<file path="config.mk">
export PLATFORM = sky130hd
export DESIGN_NAME = cpu
export DESIGN_NICKNAME = d
export VERILOG_FILES = /design/src/hw/datapath_pkg.sv /design/src/hw/isa_pkg.sv /design/src/hw/alu.sv /design/src/hw/control_unit.sv /design/src/hw/cpu.sv /design/src/hw/execute_unit.sv /design/src/hw/pc_unit.sv /design/src/hw/reg_file.sv
export VERILOG_INCLUDE_DIRS = /design/src /design/src/include
export SDC_FILE = /design/constraint.sdc
export NUM_CORES = 1
export LEC_CHECK = 0
export BUFFER_PORTS_ARGS = -buffer_cell sky130_fd_sc_hd__buf_2
export CAP_MARGIN = 20
export CORE_MARGIN = 2
export CORE_UTILIZATION = 62
export DETAILED_ROUTE_END_ITERATION = 8
export PLACE_DENSITY_LB_ADDON = 0.15
export REMOVE_ABC_BUFFERS = 1
export SYNTH_ARGS = -nofsm -noshare
export SYNTH_HDL_FRONTEND = slang
export SYNTH_SLANG_ARGS = --single-unit
</file>
<file path="constraint.sdc">
create_clock -name clk -period 5.93 [get_ports clk]
set_input_delay 0.593 -clock clk [delete_from_list [all_inputs] [get_ports clk]]
set_output_delay 0.593 -clock clk [all_outputs]
set_load 0.02 [all_outputs]
</file>
<file path="src/include/cpu_defines.svh">
/*
 * cpu defines
 * widths and sizes shared by the 8-bit core and its packages
 */
`ifndef CPU_DEFINES_SVH
`define CPU_DEFINES_SVH

// width of one register and of the alu word
`define DATA_WIDTH 8

// register file size
`define REG_COUNT 8

// index width, log2 of REG_COUNT
`define REG_INDEX_WIDTH 3

// program counter and instruction word
`define PC_WIDTH 32

`endif

</file>
<file path="src/hw/datapath_pkg.sv">
/*
 * datapath package
 * register word, register index and alu function types
 */
`default_nettype none

`include "cpu_defines.svh"

package datapath_pkg;

    // register and alu value
    typedef logic [`DATA_WIDTH-1:0] data_t;

    // register number
    typedef logic [`REG_INDEX_WIDTH-1:0] reg_index_t;

    // alu function select, right shift is built around ALU_SLL
    typedef enum logic [2:0] {
        ALU_PASS = 3'd0,
        ALU_ADD  = 3'd1,
        ALU_AND  = 3'd2,
        ALU_OR   = 3'd3,
        ALU_SLL  = 3'd4
    } alu_func_t;

endpackage

`default_nettype wire

</file>
<file path="src/hw/isa_pkg.sv">
/*
 * isa package
 * opcode encoding and instruction word field types
 */
`default_nettype none

`include "cpu_defines.svh"

package isa_pkg;

    // instruction word layout
    //   31..24  opcode
    //   23..16  jump offset, signed words
    //   18..16  destination register
    //   10..8   source 1
    //    2..0   source 2
    //    7..0   immediate or shift amount

    typedef logic [`PC_WIDTH-1:0] pc_t;

    // same width as pc on this core
    typedef logic [`PC_WIDTH-1:0] instr_t;

    // eleven opcodes, values fixed for program images
    typedef enum logic [7:0] {
        OP_LOADI = 8'd0,
        OP_MOV   = 8'd1,
        OP_ADD   = 8'd2,
        OP_SUB   = 8'd3,
        OP_AND   = 8'd4,
        OP_OR    = 8'd5,
        OP_J     = 8'd6,
        OP_BEQ   = 8'd7,
        OP_BNE   = 8'd8,
        OP_SLL   = 8'd9,
        OP_SRL   = 8'd10
    } opcode_t;

    // offset in words, relative to pc+4
    typedef logic signed [7:0] jump_offset_t;

    // conditional branch flavour
    typedef enum logic [1:0] {
        BR_NONE = 2'd0,
        BR_EQ   = 2'd1,
        BR_NE   = 2'd2
    } branch_kind_t;

endpackage

`default_nettype wire

</file>
<file path="src/hw/alu.sv">
/*
 * alu
 * 8-bit pass, add, and, or and logical shift left
 */
`timescale 1ns/100ps
`default_nettype none

module alu (
    input  datapath_pkg::data_t     operand_a,
    input  datapath_pkg::data_t     operand_b,
    input  datapath_pkg::alu_func_t func,
    output datapath_pkg::data_t     alu_out
);
    import datapath_pkg::*;

    always_comb begin
        case (func)
            ALU_PASS: begin
                // loadi and mov
                alu_out = operand_b;
            end
            ALU_ADD: begin
                // carry out dropped
                alu_out = operand_a + operand_b;
            end
            ALU_AND: begin
                alu_out = operand_a & operand_b;
            end
            ALU_OR: begin
                alu_out = operand_a | operand_b;
            end
            ALU_SLL: begin
                // amount from the low three bits only
                alu_out = operand_a << operand_b[2:0];
            end
            default: begin
                alu_out = '0;
            end
        endcase
    end

endmodule

`default_nettype wire

</file>
<file path="src/hw/control_unit.sv">
/*
 * control unit
 * maps the opcode to write enable, operand selects, branch kind and alu function
 */
`timescale 1ns/100ps
`default_nettype none

module control_unit (
    input  isa_pkg::opcode_t          opcode,
    output logic                      reg_write,
    output logic                      negate_src2,
    output logic                      use_imm,
    output logic                      shift_right,
    output logic                      jump,
    output isa_pkg::branch_kind_t     branch_kind,
    output datapath_pkg::alu_func_t   alu_func
);
    import isa_pkg::*;
    import datapath_pkg::*;

    always_comb begin
        // safe defaults, also used for unknown opcodes
        reg_write   = 1'b0;
        negate_src2 = 1'b0;
        use_imm     = 1'b0;
        shift_right = 1'b0;
        jump        = 1'b0;
        branch_kind = BR_NONE;
        alu_func    = ALU_PASS;

        case (opcode)
            OP_LOADI: begin
                // immediate passed straight through
                reg_write = 1'b1;
                use_imm   = 1'b1;
            end
            OP_MOV: begin
                reg_write = 1'b1;
            end
            OP_ADD: begin
                reg_write = 1'b1;
                alu_func  = ALU_ADD;
            end
            OP_SUB: begin
                // add of the negated src2
                reg_write   = 1'b1;
                negate_src2 = 1'b1;
                alu_func    = ALU_ADD;
            end
            OP_AND: begin
                reg_write = 1'b1;
                alu_func  = ALU_AND;
            end
            OP_OR: begin
                reg_write = 1'b1;
                alu_func  = ALU_OR;
            end
            OP_SLL: begin
                reg_write = 1'b1;
                use_imm   = 1'b1;
                alu_func  = ALU_SLL;
            end
            OP_SRL: begin
                // left shifter with reversal on both sides
                reg_write   = 1'b1;
                use_imm     = 1'b1;
                shift_right = 1'b1;
                alu_func    = ALU_SLL;
            end
            OP_J: begin
                jump = 1'b1;
            end
            OP_BEQ: begin
                // compare by subtraction, zero flag decides
                negate_src2 = 1'b1;
                alu_func    = ALU_ADD;
                branch_kind = BR_EQ;
            end
            OP_BNE: begin
                negate_src2 = 1'b1;
                alu_func    = ALU_ADD;
                branch_kind = BR_NE;
            end
            default: begin
                reg_write = 1'b0;
                jump      = 1'b0;
            end
        endcase
    end

endmodule

`default_nettype wire

</file>
<file path="src/hw/cpu.sv">
/*
 * cpu
 * single-cycle 8-bit core, decode, register file, execute and pc
 */
`timescale 1ns/100ps
`default_nettype none

module cpu (
    input  logic          clk,
    input  logic          arst_n,
    input  isa_pkg::instr_t instr,
    output isa_pkg::pc_t  pc
);
    import isa_pkg::*;
    import datapath_pkg::*;

    // decode outputs
    logic         reg_write;
    logic         negate_src2;
    logic         use_imm;
    logic         shift_right;
    logic         jump;
    branch_kind_t branch_kind;
    alu_func_t    alu_func;

    // datapath
    data_t src1_data;
    data_t src2_data;
    data_t result;
    logic  zero;

    control_unit u_control_unit (
        .opcode      (opcode_t'(instr[31:24])),
        .reg_write   (reg_write),
        .negate_src2 (negate_src2),
        .use_imm     (use_imm),
        .shift_right (shift_right),
        .jump        (jump),
        .branch_kind (branch_kind),
        .alu_func    (alu_func)
    );

    // rd at 18..16, rs1 at 10..8, rs2 at 2..0
    reg_file u_reg_file (
        .clk         (clk),
        .arst_n      (arst_n),
        .write_index (instr[18:16]),
        .write_data  (result),
        .write_en    (reg_write),
        .read_index1 (instr[10:8]),
        .read_index2 (instr[2:0]),
        .read_data1  (src1_data),
        .read_data2  (src2_data)
    );

    execute_unit u_execute_unit (
        .src1        (src1_data),
        .src2        (src2_data),
        .immediate   (instr[7:0]),
        .negate_src2 (negate_src2),
        .use_imm     (use_imm),
        .shift_right (shift_right),
        .alu_func    (alu_func),
        .result      (result),
        .zero        (zero)
    );

    // jump offset shares bits with rd
    pc_unit u_pc_unit (
        .clk         (clk),
        .arst_n      (arst_n),
        .jump        (jump),
        .branch_kind (branch_kind),
        .zero        (zero),
        .offset      (jump_offset_t'(instr[23:16])),
        .pc          (pc)
    );

endmodule

`default_nettype wire

</file>
<file path="src/hw/execute_unit.sv">
/*
 * execute unit
 * operand negate and immediate select, bit reversal around the alu, zero flag
 */
`timescale 1ns/100ps
`default_nettype none

module execute_unit (
    input  datapath_pkg::data_t       src1,
    input  datapath_pkg::data_t       src2,
    input  datapath_pkg::data_t       immediate,
    input  logic                      negate_src2,
    input  logic                      use_imm,
    input  logic                      shift_right,
    input  datapath_pkg::alu_func_t   alu_func,
    output datapath_pkg::data_t       result,
    output logic                      zero
);
    import datapath_pkg::*;

    data_t src2_sel;
    data_t operand_a;
    data_t operand_b;
    data_t alu_out;

    function automatic data_t reverse_bits(input data_t value);
        data_t rev;
        for (int i = 0; i < $bits(data_t); i++) begin
            rev[i] = value[$bits(data_t)-1-i];
        end
        return rev;
    endfunction

    // two's complement for sub and branch compare
    assign src2_sel  = negate_src2 ? data_t'(~src2 + 1'b1) : src2;
    assign operand_b = use_imm ? immediate : src2_sel;

    // right shift done as left shift on the reversed word
    assign operand_a = shift_right ? reverse_bits(src1) : src1;

    alu u_alu (
        .operand_a (operand_a),
        .operand_b (operand_b),
        .func      (alu_func),
        .alu_out   (alu_out)
    );

    assign result = shift_right ? reverse_bits(alu_out) : alu_out;

    // equal operands give zero on the subtract
    assign zero = (alu_out == '0);

endmodule

`default_nettype wire

</file>
<file path="src/hw/pc_unit.sv">
/*
 * pc unit
 * program counter register with pc+4, branch target and next-pc select
 */
`timescale 1ns/100ps
`default_nettype none

module pc_unit (
    input  logic                 clk,
    input  logic                 arst_n,
    input  logic                 jump,
    input  isa_pkg::branch_kind_t branch_kind,
    input  logic                 zero,
    input  isa_pkg::jump_offset_t offset,
    output isa_pkg::pc_t         pc
);
    import isa_pkg::*;

    pc_t  pc_plus4;
    pc_t  offset_ext;
    pc_t  target;
    pc_t  pc_next;
    logic taken;

    // sequential address
    assign pc_plus4 = pc + 32'd4;

    // offset is signed, so the size cast sign-extends
    assign offset_ext = pc_t'(offset);

    // word offset scaled to bytes
    assign target = pc_plus4 + (offset_ext << 2);

    // jump always, branches on the compare result
    always_comb begin
        taken = jump;
        case (branch_kind)
            BR_EQ:   taken = jump | zero;
            BR_NE:   taken = jump | ~zero;
            default: taken = jump;
        endcase
    end

    assign pc_next = taken ? target : pc_plus4;

    always_ff @(posedge clk or negedge arst_n) begin
        if (!arst_n) begin
            pc <= '0;
        end else begin
            pc <= pc_next;
        end
    end

endmodule

`default_nettype wire

</file>
<file path="src/hw/reg_file.sv">
/*
 * register file
 * eight 8-bit registers, two combinational reads and one clocked write
 */
`timescale 1ns/100ps
`default_nettype none

`include "cpu_defines.svh"

module reg_file (
    input  logic                     clk,
    input  logic                     arst_n,
    input  datapath_pkg::reg_index_t write_index,
    input  datapath_pkg::data_t      write_data,
    input  logic                     write_en,
    input  datapath_pkg::reg_index_t read_index1,
    input  datapath_pkg::reg_index_t read_index2,
    output datapath_pkg::data_t      read_data1,
    output datapath_pkg::data_t      read_data2
);
    import datapath_pkg::*;

    data_t regs [`REG_COUNT];

    // write lands on the edge, readers see it next cycle
    always_ff @(posedge clk or negedge arst_n) begin
        if (!arst_n) begin
            for (int i = 0; i < `REG_COUNT; i++) begin
                regs[i] <= '0;
            end
        end else if (write_en) begin
            regs[write_index] <= write_data;
        end
    end

    // no write-through bypass
    assign read_data1 = regs[read_index1];
    assign read_data2 = regs[read_index2];

endmodule

`default_nettype wire

</file>
# [Word level (Yosys, flattened, before mapping)]
# Cells that the tools add are included.
[word_totals] input_bits=34 regBits=96 wordCells=75
[classes] n_bitwise=9 mux=23 shift=1 reduce_logical=9 eq_ne=16 order_cmp=4 n_addsub=4
[ops] operator="8-bit 2-to-1 mux" n=9
[ops] operator="64-bit bitwise mux" n=1
[ops] operator="8-bit binary-select mux with 3-bit select" n=2
[ops] operator="8-bit case mux with 5 select lines" n=1
[ops] operator="32-bit by 3-bit adder with 32-bit output (second input constant)" n=1
[ops] operator="32-bit adder" n=1
[ops] operator="8-bit by 3-bit equality test with 1-bit output (second input constant)" n=4
[ops] operator="32-bit 2-to-1 mux" n=1
[ops] operator="8-bit demux with 3-bit select" n=1
[ops] operator="8-bit by 4-bit equality test with 1-bit output (second input constant)" n=3
[ops] operator="8-bit by 2-bit equality test with 1-bit output (second input constant)" n=2
[ops] operator="8-bit logical NOT" n=2
[ops] operator="4-bit greater-or-equal comparator (second input constant)" n=3
[ops] operator="3-bit NOT with 4-bit output" n=3
[ops] operator="3-bit case mux with 4 select lines" n=1
[ops] operator="8-bit by 1-bit adder with 8-bit output (second input constant)" n=1
[ops] operator="8-bit adder" n=1
[ops] operator="8-bit bitwise AND" n=1
[ops] operator="8-bit by 1-bit equality test with 1-bit output (second input constant)" n=1
[ops] operator="8-bit NOT" n=1
[ops] operator="8-bit OR" n=1
[ops] operator="8-bit OR reduction" n=1
[ops] operator="8-bit by 3-bit left shift with 8-bit output" n=1
[ops] operator="3-bit by 2-bit equality test with 1-bit output (second input constant)" n=2
[ops] operator="other kinds (15)" n=21

# [Logic depth before layout (Yosys ltp)]
# Gate-level depths: netlist (run 1).
[logic_depth] ltp_word=15 ltp_mapped=25 mapped_depth_nobuf=21

# [Cells and area by module]
# Synthesis (run 1) repeated with hierarchy kept, for this count alone.
[hier_totals] hier_cells=865 hier_area_um2=8567.0
[by_module_without_submodules] mod="reg_file" seq_area_each_um2=1601.5 cells_per_inst=201 n_inst=1 area_per_inst_um2=3539.6
[by_module_without_submodules] mod="pc_unit" seq_area_each_um2=750.7 cells_per_inst=421 n_inst=1 area_per_inst_um2=3333.2
[by_module_without_submodules] mod="alu" seq_area_each_um2=0.0 cells_per_inst=148 n_inst=1 area_per_inst_um2=1009.7
[by_module_without_submodules] mod="execute_unit" seq_area_each_um2=0.0 cells_per_inst=66 n_inst=1 area_per_inst_um2=500.5
[by_module_without_submodules] mod="control_unit" seq_area_each_um2=0.0 cells_per_inst=29 n_inst=1 area_per_inst_um2=183.9

# [Worst setup path after synthesis (run 1)]
# Ideal clock, no wire load.
[synth_timing] kind="input -> register" startpoint="input instr[1]" endpoint="register u_pc_unit.pc[21]" required_ps=5805 t_arrival_ps=5107 setup_slack_ps=698 path_stages=24 path_buffers=3 cell_sequence="buf_6 -> mux4_2 -> and2_1 -> nor2_1 -> ha_1 -> o211ai_1 -> o31ai_1 -> mux2i_4 -> inv_2 -> fa_1 -> a21o_1 -> a21o_1 -> a21o_1 -> a21oi_1 -> xnor2_1 -> a21oi_1 -> o21ai_0 -> nor3_1 -> and4_4 -> xor2_2 -> a21oi_2 -> buf_6 -> buf_8 -> mux2_4"
[synth_via] elab_chain_len=15 elab_cells_between_ends=19 classes_between="add/sub: 2; shift: 1; mux: 8; bitwise: 7; reduce/logical: 1"
[synth_rtl] element="start, declared" line_no="cpu.sv:11" source="input isa_pkg::instr_t instr,"
[synth_rtl] element="3-bit NOT with 4-bit output (not written as such)" line_no="reg_file.sv:38" source="assign read_data2 = regs[read_index2];"
[synth_rtl] element="8-bit binary-select mux with 3-bit select" line_no="reg_file.sv:38"
[synth_rtl] element="8-bit 2-to-1 mux (not written as such) (2 in a row)" line_no="reg_file.sv:38"
[synth_rtl] element="8-bit NOT" line_no="execute_unit.sv:35" source="assign src2_sel = negate_src2 ? data_t'(~src2 + 1'b1) : src2;"
[synth_rtl] element="8-bit by 1-bit adder with 8-bit output" line_no="execute_unit.sv:35"
[synth_rtl] element="8-bit 2-to-1 mux" line_no="execute_unit.sv:35"
[synth_rtl] element="8-bit 2-to-1 mux (*)" line_no="execute_unit.sv:36" source="assign operand_b = use_imm ? immediate : src2_sel;"
[synth_rtl] element="8-bit adder, or another cell as far along" line_no="alu.sv:24" source="alu_out = operand_a + operand_b;"
[synth_rtl] element="8-bit case mux with 5 select lines (*)" line_no="alu.sv:17" source="case (func)"
[synth_rtl] element="8-bit logical NOT (*)" line_no="execute_unit.sv:51" source="assign zero = (alu_out == '0);"
[synth_rtl] element="1-bit NOT" line_no="pc_unit.sv:39" source="BR_NE: taken = jump | ~zero;"
[synth_rtl] element="1-bit OR" line_no="pc_unit.sv:39"
[synth_rtl] element="1-bit case mux with 2 select lines (*)" line_no="pc_unit.sv:37" source="case (branch_kind)"
[synth_rtl] element="32-bit 2-to-1 mux (*)" line_no="pc_unit.sv:44" source="assign pc_next = taken ? target : pc_plus4;"
[synth_rtl] element="named net u_pc_unit.pc_next[21]" line_no="pc_unit.sv:22" source="pc_t pc_next;"
[synth_rtl] element="end signal, assigned" line_no="pc_unit.sv:50" source="pc <= pc_next;"
[synth_rtl] element="end, declared" line_no="pc_unit.sv:15" source="output isa_pkg::pc_t pc"
# Mark *: on every way through the listed nets, which the timed path passes. The rest lies on a longest branch. The select of a mux whose other input is x is not followed.
# A chain may end at the register's enable or synchronous reset.

# [Worst setup path in the final report (run 1)]
[layout_timing] startpoint="input instr[1]" endpoint="register u_pc_unit.pc[4]"
# The elaborated chain is that of the path after synthesis.

==> metrics.cfg, run 1 <==
[status]
status=complete, no violations

[timing]
max_freq_mhz=181.0
slew_violations=0
worst_slew_pin_slew_ns=0.9389
hold_viol=0
rsz0062_at_grt=no
fin_crit_sh_pct=93.16
setup_viol=0
min_period_ns=5.524
skew_ns=0.008983
max_slew_margin_pct=36.74
tns_ns=0
whs_ns=0.06560

[worst_setup_path]
critPathKind=input pin to flip-flop
crit_path_start_kind=input pin
worstPathRequired_ns=6.17
cp-startpoint=instr[1]
worst_ep_arrival_time_ns=5.77
endpoint_kind=flip-flop
rr_worst_depth=22
crit_path_max_fanout=29
timing.rr.start=u_reg_file.regs[0]

[logic_synthesis]
synth.area.top_cells=dfrtp_1 28%, mux2_2 11%, ha_1 7.5%
yosysTopAreaCellShare_pct=28.16
syn_avg_cell_area_um2=9.852
synth_seq_cells=94
synth_most_common_cell=dfrtp_1
syn-cell-area_mm2=0.008354
synth_edf_count=0
synth_ff_type=dfrtp_1
synth_cells=848
ys_top_cells_by_count=94 x dfrtp_1, 80 x mux2_2, 74 x nand2_1
async_flop_share_pct=100.0
ys_types=89
yosys_warnings=0
ys_seq_area_share_pct=28.16
yosys.area.top_type=dfrtp_1

[die]
ios=66
die_area_mm2=0.01442
initial_core_util_pct=63.34
core_area_mm2=0.01319
fp-row-count=42
fp.dieW_um=120.1
die_h_um=120.1

[drt]
routedWlPerCell_um=19.22
drc=0
ant_nets=0
vias=6887
vias_per_cell=6.347
drt-pass1-iter-count=5
routed_wl_um=20850
first_iter_violations=553

[min_path]
hold_path_class=input pin to asynchronous set/reset pin

[placed_design]
hpwl_um=15680
dpl_cell_area_mm2=0.008797
portBuffers=58
gp_congestion=0.9141

[cts]
cts_tree=yes
insertion_delay_ns=0.35
cts_resized=0
clk_path_buf_depth=2
cts_buffers=9
cts_max_level=3
clk_pin_slew_ns=0.07
clock_sinks=94
cts_setup_buffers=0
cts_hold_buf=0
cts_root_buf=clkbuf_16

[pwr]
ir_drop_v=0.0003143
power_mw=2.425
p_leak_nw=4.430
power.density_mw_per_mm2=266.0

[layout]
fin_area_mm2=0.009117
diodes=0
area_delta_synth_final_pct=9.136
utilization_pct=69.12
nets=990
final_layout_size_suffix_gt1_share_pct=26.40

[global_routing]
grt_usage_pct=30.14
grt_pass1_vias=6785
grt_max_degree=83
antenna_found_initial=0
overflow=0
grt_pass1_wl_um=34240

[flow_run]
maxCapViolCount=0

-- through the flow --
| step | worst slack, ns | instances |
|---|---|---|
| after floorplan | 0.1880 | 819 |
| after global placement | 0.2732 | 1068 |
| after detailed placement | 0.1198 | 1068 |
| after CTS | 0.4659 | 1084 |
| after global routing | 0.1675 | 1085 |
| final | 0.4058 | 1085 |
-- registers in the layout, indices dropped and copies added (netlist names) --
signal / count
u_pc_unit.pc: 30
u_reg_file.regs: 64
-- per-layer routing --
metal  track usage (%)  vias to the layer above  part of all wire, %
met3             4.468                       37                  4.7
met5                 0                        -                    0
met2             49.72                      199                   49
li1                  -                     3239                    -
met4             9.632                        0                  2.0
met1             41.02                     3412                   45
-- cell usage in the layout (no fill, tap or decap), types with 11 or more instances in the layout --
| cell type | Yosys | final |
|---|---|---|
| o21ai_0 | 43 | 43 |
| nand3_1 | 25 | 25 |
| a21o_1 | 15 | 15 |
| buf_4 | 5 | 15 |
| nand2_1 | 74 | 74 |
| buf_2 | 8 | 57 |
| nor2_1 | 62 | 62 |
| mux2i_1 | 23 | 23 |
| inv_1 | 29 | 29 |
| xnor2_1 | 45 | 45 |
| ha_1 | 50 | 50 |
| xor2_1 | 26 | 26 |
| mux4_2 | 26 | 26 |
| nor3_1 | 11 | 11 |
| mux2_2 | 80 | 80 |
| dfrtp_1 | 94 | 94 |
| a21oi_1 | 48 | 48 |
-- layout make-up --
| class | instances | area, um^2 |
|---|---|---|
| Sequential cell | 94 | 2352 |
| Multi-Input combinational cell | 693 | 5682 |
| Clock inverter | 6 | 53.80 |
| Clock buffer | 10 | 239.0 |
| Tap cell | 176 | 220.2 |
| Timing Repair Buffer | 74 | 445.4 |
| Fill cell | 1025 | 4073 |
| Inverter | 32 | 125.1 |
-- critical path: stages --
cell      delay, ns
buf_2          0.27
mux4_2         0.54
and2_1         0.22
nor2_1         0.12
ha_1           0.24
o211ai_1       0.11
o31ai_1        0.14
mux2i_4        0.21
inv_2          0.13
fa_1           0.48
a21o_1         0.20
a21o_1         0.20
a21o_1         0.18
a21oi_1        0.20
xnor2_1        0.09
a21oi_1        0.15
o21ai_0        0.12
nor3_1         0.36
and4_4         0.33
xor2_2         0.09
a21oi_4        0.17
buf_12         0.23
mux2_2         0.37
-- report_power, final --
group | switching (mW) | internal [mW]
clock | 0.267 | 0.303
sequential | 0.0748 | 0.713
combinational | 0.595 | 0.472
total | 0.937 | 1.49
-- path summary, 6_finish.rpt --
| path | end | slack, ns |
|---|---|---|
| max in group asynchronous | u_reg_file.regs[35] | 5.00 |
| worst min register to register | u_reg_file.regs[37] | 0.51 |
| worst max-delay path | u_pc_unit.pc[4] | 0.41 |
| worst max register to register | u_pc_unit.pc[4] | 0.58 |
| worst min-delay path | u_pc_unit.pc[23] | 0.07 |
| min in group clk | u_reg_file.regs[37] | 0.51 |
-- cell families after synthesis --
kind of cell             synth area share [%]
AO/OA/AOI/OAI                           14.35
other                                 0.04489
XOR/XNOR                                7.638
buffers and inverters                   3.969
multiplexers                            22.88
adder cells (fa/ha/maj)                 7.968
AND/OR/NAND/NOR                         14.99
flip-flops                              28.16
No activity file was read; power rests on OpenSTA's default activity.
==> inputs of run 2 (changes only) <==
--- a/config.mk
+++ b/config.mk
@@ -8,8 +8,10 @@
 export LEC_CHECK = 0
 export BUFFER_PORTS_ARGS = -buffer_cell sky130_fd_sc_hd__buf_2
 export CAP_MARGIN = 20
+export CELL_PAD_IN_SITES_DETAIL_PLACEMENT = 2
+export CELL_PAD_IN_SITES_GLOBAL_PLACEMENT = 2
 export CORE_MARGIN = 2
-export CORE_UTILIZATION = 62
+export CORE_UTILIZATION = 40
 export DETAILED_ROUTE_END_ITERATION = 8
 export PLACE_DENSITY_LB_ADDON = 0.15
 export REMOVE_ABC_BUFFERS = 1
==> run 2 against run 1 <==
Against the previous run:
- worst hold slack better by 0.11 ns
- worst setup slack lost 0.032 ns
- largest power group unchanged
- combinational power rose by 4%
- utilization is 24 points lower
- clock-buffer cell count fell by 1
- highest routed layer unchanged
- total power grew 3.7%
- wire length is 30% higher
- register-to-register slack barely moved
- critical path type unchanged
- critical endpoint is now u_pc_unit.pc[5]
- clock power up 7.0%
- flip-flop and latch count unchanged
- via count rose by 1.7%
- first-iteration DRC count shrank 51%
==> metrics.cfg, run 2 (synthesized netlist as in run 1, its figures left out) <==
[pwr]
swShare_pct=40.90  ; +2.3 points
combPwrFrac_pct=44.1  ; about the same
seq_power_share_pct=31.6  ; -0.9 points
p_leak_nw=4.452  ; +0.50%
p_int_mw=1.486  ; -0.17%
ir_drop_v=0.0001855  ; -41%
power_switching_mw=1.028  ; +9.7%
power.density_mw_per_mm2=271.2  ; +2.0%
clkPwrFrac_pct=24.3  ; +0.8 points
power_mw=2.514  ; +3.7%

[timing]
slew_violations=0  ; unchanged
max_freq_mhz=180.0  ; -0.58%
max_slew_margin_pct=37.98  ; +1.2 points
whs_ns=0.1720  ; +0.1064 ns
hold_viol=0  ; unchanged
min_period_ns=5.557  ; +0.03240 ns
skew_ns=0.01379  ; +0.004808 ns
setup_viol=0  ; unchanged
fin_crit_sh_pct=93.70  ; +0.55 points
tns_ns=0  ; unchanged
worst_slew_pin_slew_ns=0.9206  ; -0.01829 ns
rsz0062_at_grt=no
finalWorstSetupSlack_ns=0.3734  ; -0.03240 ns

[placed_design]
portBuffers=58  ; unchanged
dpl_cell_area_mm2=0.008967  ; +1.9%
place_inst=1169  ; +9.5%
hpwl_um=20630  ; +32%
place_ws_ns=0.03443  ; -0.08536 ns
gp_congestion=0.8647  ; -5.4%

[cts]
cts_setup_buffers=0  ; unchanged
clk_pin_slew_ns=0.08  ; about the same
cts_root_buf=clkbuf_16
cts_max_level=3  ; unchanged
clk_path_buf_depth=2  ; unchanged
cts_hold_buf=0  ; unchanged
clock_sinks=94  ; unchanged
insertion_delay_ns=0.37  ; +0.02 ns
cts_resized=0  ; unchanged
cts_tree=yes
cts_buffers=9  ; unchanged

[global_routing]
grt_usage_pct=25.33  ; -4.8 points
grt_pass1_vias=7784  ; +15%
antenna_found_initial=0  ; unchanged
grt_max_degree=71  ; -14%
overflow=0  ; unchanged
grt_pass1_wl_um=43590  ; +27%

[worst_setup_path]
slowest_delay_ns=0.55  ; about the same
path_cells=buf_2, mux4_2, and2_1, nor2_1, ha_1, o211ai_1, o31ai_1, mux2i_4, buf_4, ha_1, a21o_1, a21oi_1, o21ai_0, o41ai_1, buf_4, xnor2_1, a22oi_1, nand3_1, a21oi_1, and4_4, xor2_2, a21oi_4, buf_12, mux2_2
crit_path_start_kind=input pin
worst_ep_arrival_time_ns=5.81  ; +0.04 ns
critPathBufInv=4  ; +1
slowest_stage=mux4_2
worstPathRequired_ns=6.19  ; +0.02 ns
crit_path_max_fanout=29  ; unchanged
critPathKind=input pin to flip-flop
critPathTopFamily=compound AO/OA/AOI/OAI gates
endpoint_kind=flip-flop

[layout]
multi_input_area_mm2=0.005682  ; unchanged
diodes=0  ; unchanged
layout_common_cells=94 x dfrtp_1, 80 x mux2_2, 74 x nand2_1
reg_top3=u_reg_file.regs x64, u_pc_unit.pc x30
mostFrequentLayoutCell=dfrtp_1
area_delta_synth_final_pct=10.93
largest_reg_flops=64  ; unchanged
fin_area_mm2=0.009268  ; +1.6%
nFillCells=2235  ; +120%
nets=996  ; +0.61%
final_layout_size_suffix_gt1_share_pct=26.89  ; +0.48 points
regMostFlops=u_reg_file.regs
fin_cells=1185  ; +9.2%
seq_area_mm2=0.002352  ; unchanged
utilization_pct=45.51  ; -24 points

[status]
status=complete, no violations

[drt]
ant_nets=0  ; unchanged
vias=7002  ; +1.7%
vias_per_cell=5.909  ; -6.9%
route.met2.wl_um=14280  ; +41%
drt-pass1-iter-count=4  ; -1
wl_met3_um=718  ; -26%
top_layer_used=met4
routed_wl_um=27060  ; +30%
first_iter_violations=269  ; -51%
drc=0  ; unchanged
routedWlPerCell_um=22.84  ; +19%
met1_length_um=11520  ; +24%

[min_path]
hold_path_class=input pin to asynchronous set/reset pin

[die]
core_area_mm2=0.02036  ; +54%
die_area_mm2=0.02206  ; +53%
die_h_um=148.5  ; +24%
fp-row-count=52  ; +24%
initial_core_util_pct=41.02  ; -22 points
ios=66  ; unchanged
fp.dieW_um=148.5  ; +24%

[flow_run]
maxCapViolCount=0  ; unchanged

## run 2: worst paths after layout
check                                    start             endpoint  slack (ns)  cells after the start
max                                   instr[1]      u_pc_unit.pc[5]        0.37                     24
min                                     arst_n     u_pc_unit.pc[26]        0.17                      1
max reg2reg                 u_reg_file.regs[0]      u_pc_unit.pc[5]        0.58                     23
min reg2reg                u_reg_file.regs[61]  u_reg_file.regs[61]        0.52                      2
max in group asynchronous               arst_n  u_reg_file.regs[47]        4.48                      2
min in group clk           u_reg_file.regs[61]  u_reg_file.regs[61]        0.52                      2
## run 2: final cells by class
| class | instances | share of cell area [%] |
|---|---|---|
| Clock buffer | 9 | 2.430 |
| Clock inverter | 7 | 0.8100 |
| Inverter | 32 | 1.350 |
| Multi-Input combinational cell | 693 | 61.31 |
| Sequential cell | 94 | 25.38 |
| Tap cell | 270 | 3.645 |
| Timing Repair Buffer | 80 | 5.076 |
## run 2: layer usage
metal | global-route usage [%] | vias up
met1 | 31.79 | 3624
li1 | - | 3234
met3 | 2.730 | 37
met5 | 0 | -
met2 | 46.00 | 107
met4 | 7.333 | 0
## run 2: power groups by stage
stage                     Combinational, mW  Clock (mW)  Sequential (mW)
final                                  1.11       0.611            0.795
after global routing                   1.23       0.646            0.808
after CTS                              1.12       0.623            0.797
after detailed placement               1.10           0            0.809
after global placement                 1.05           0            0.800
after floorplan                       0.718           0            0.859
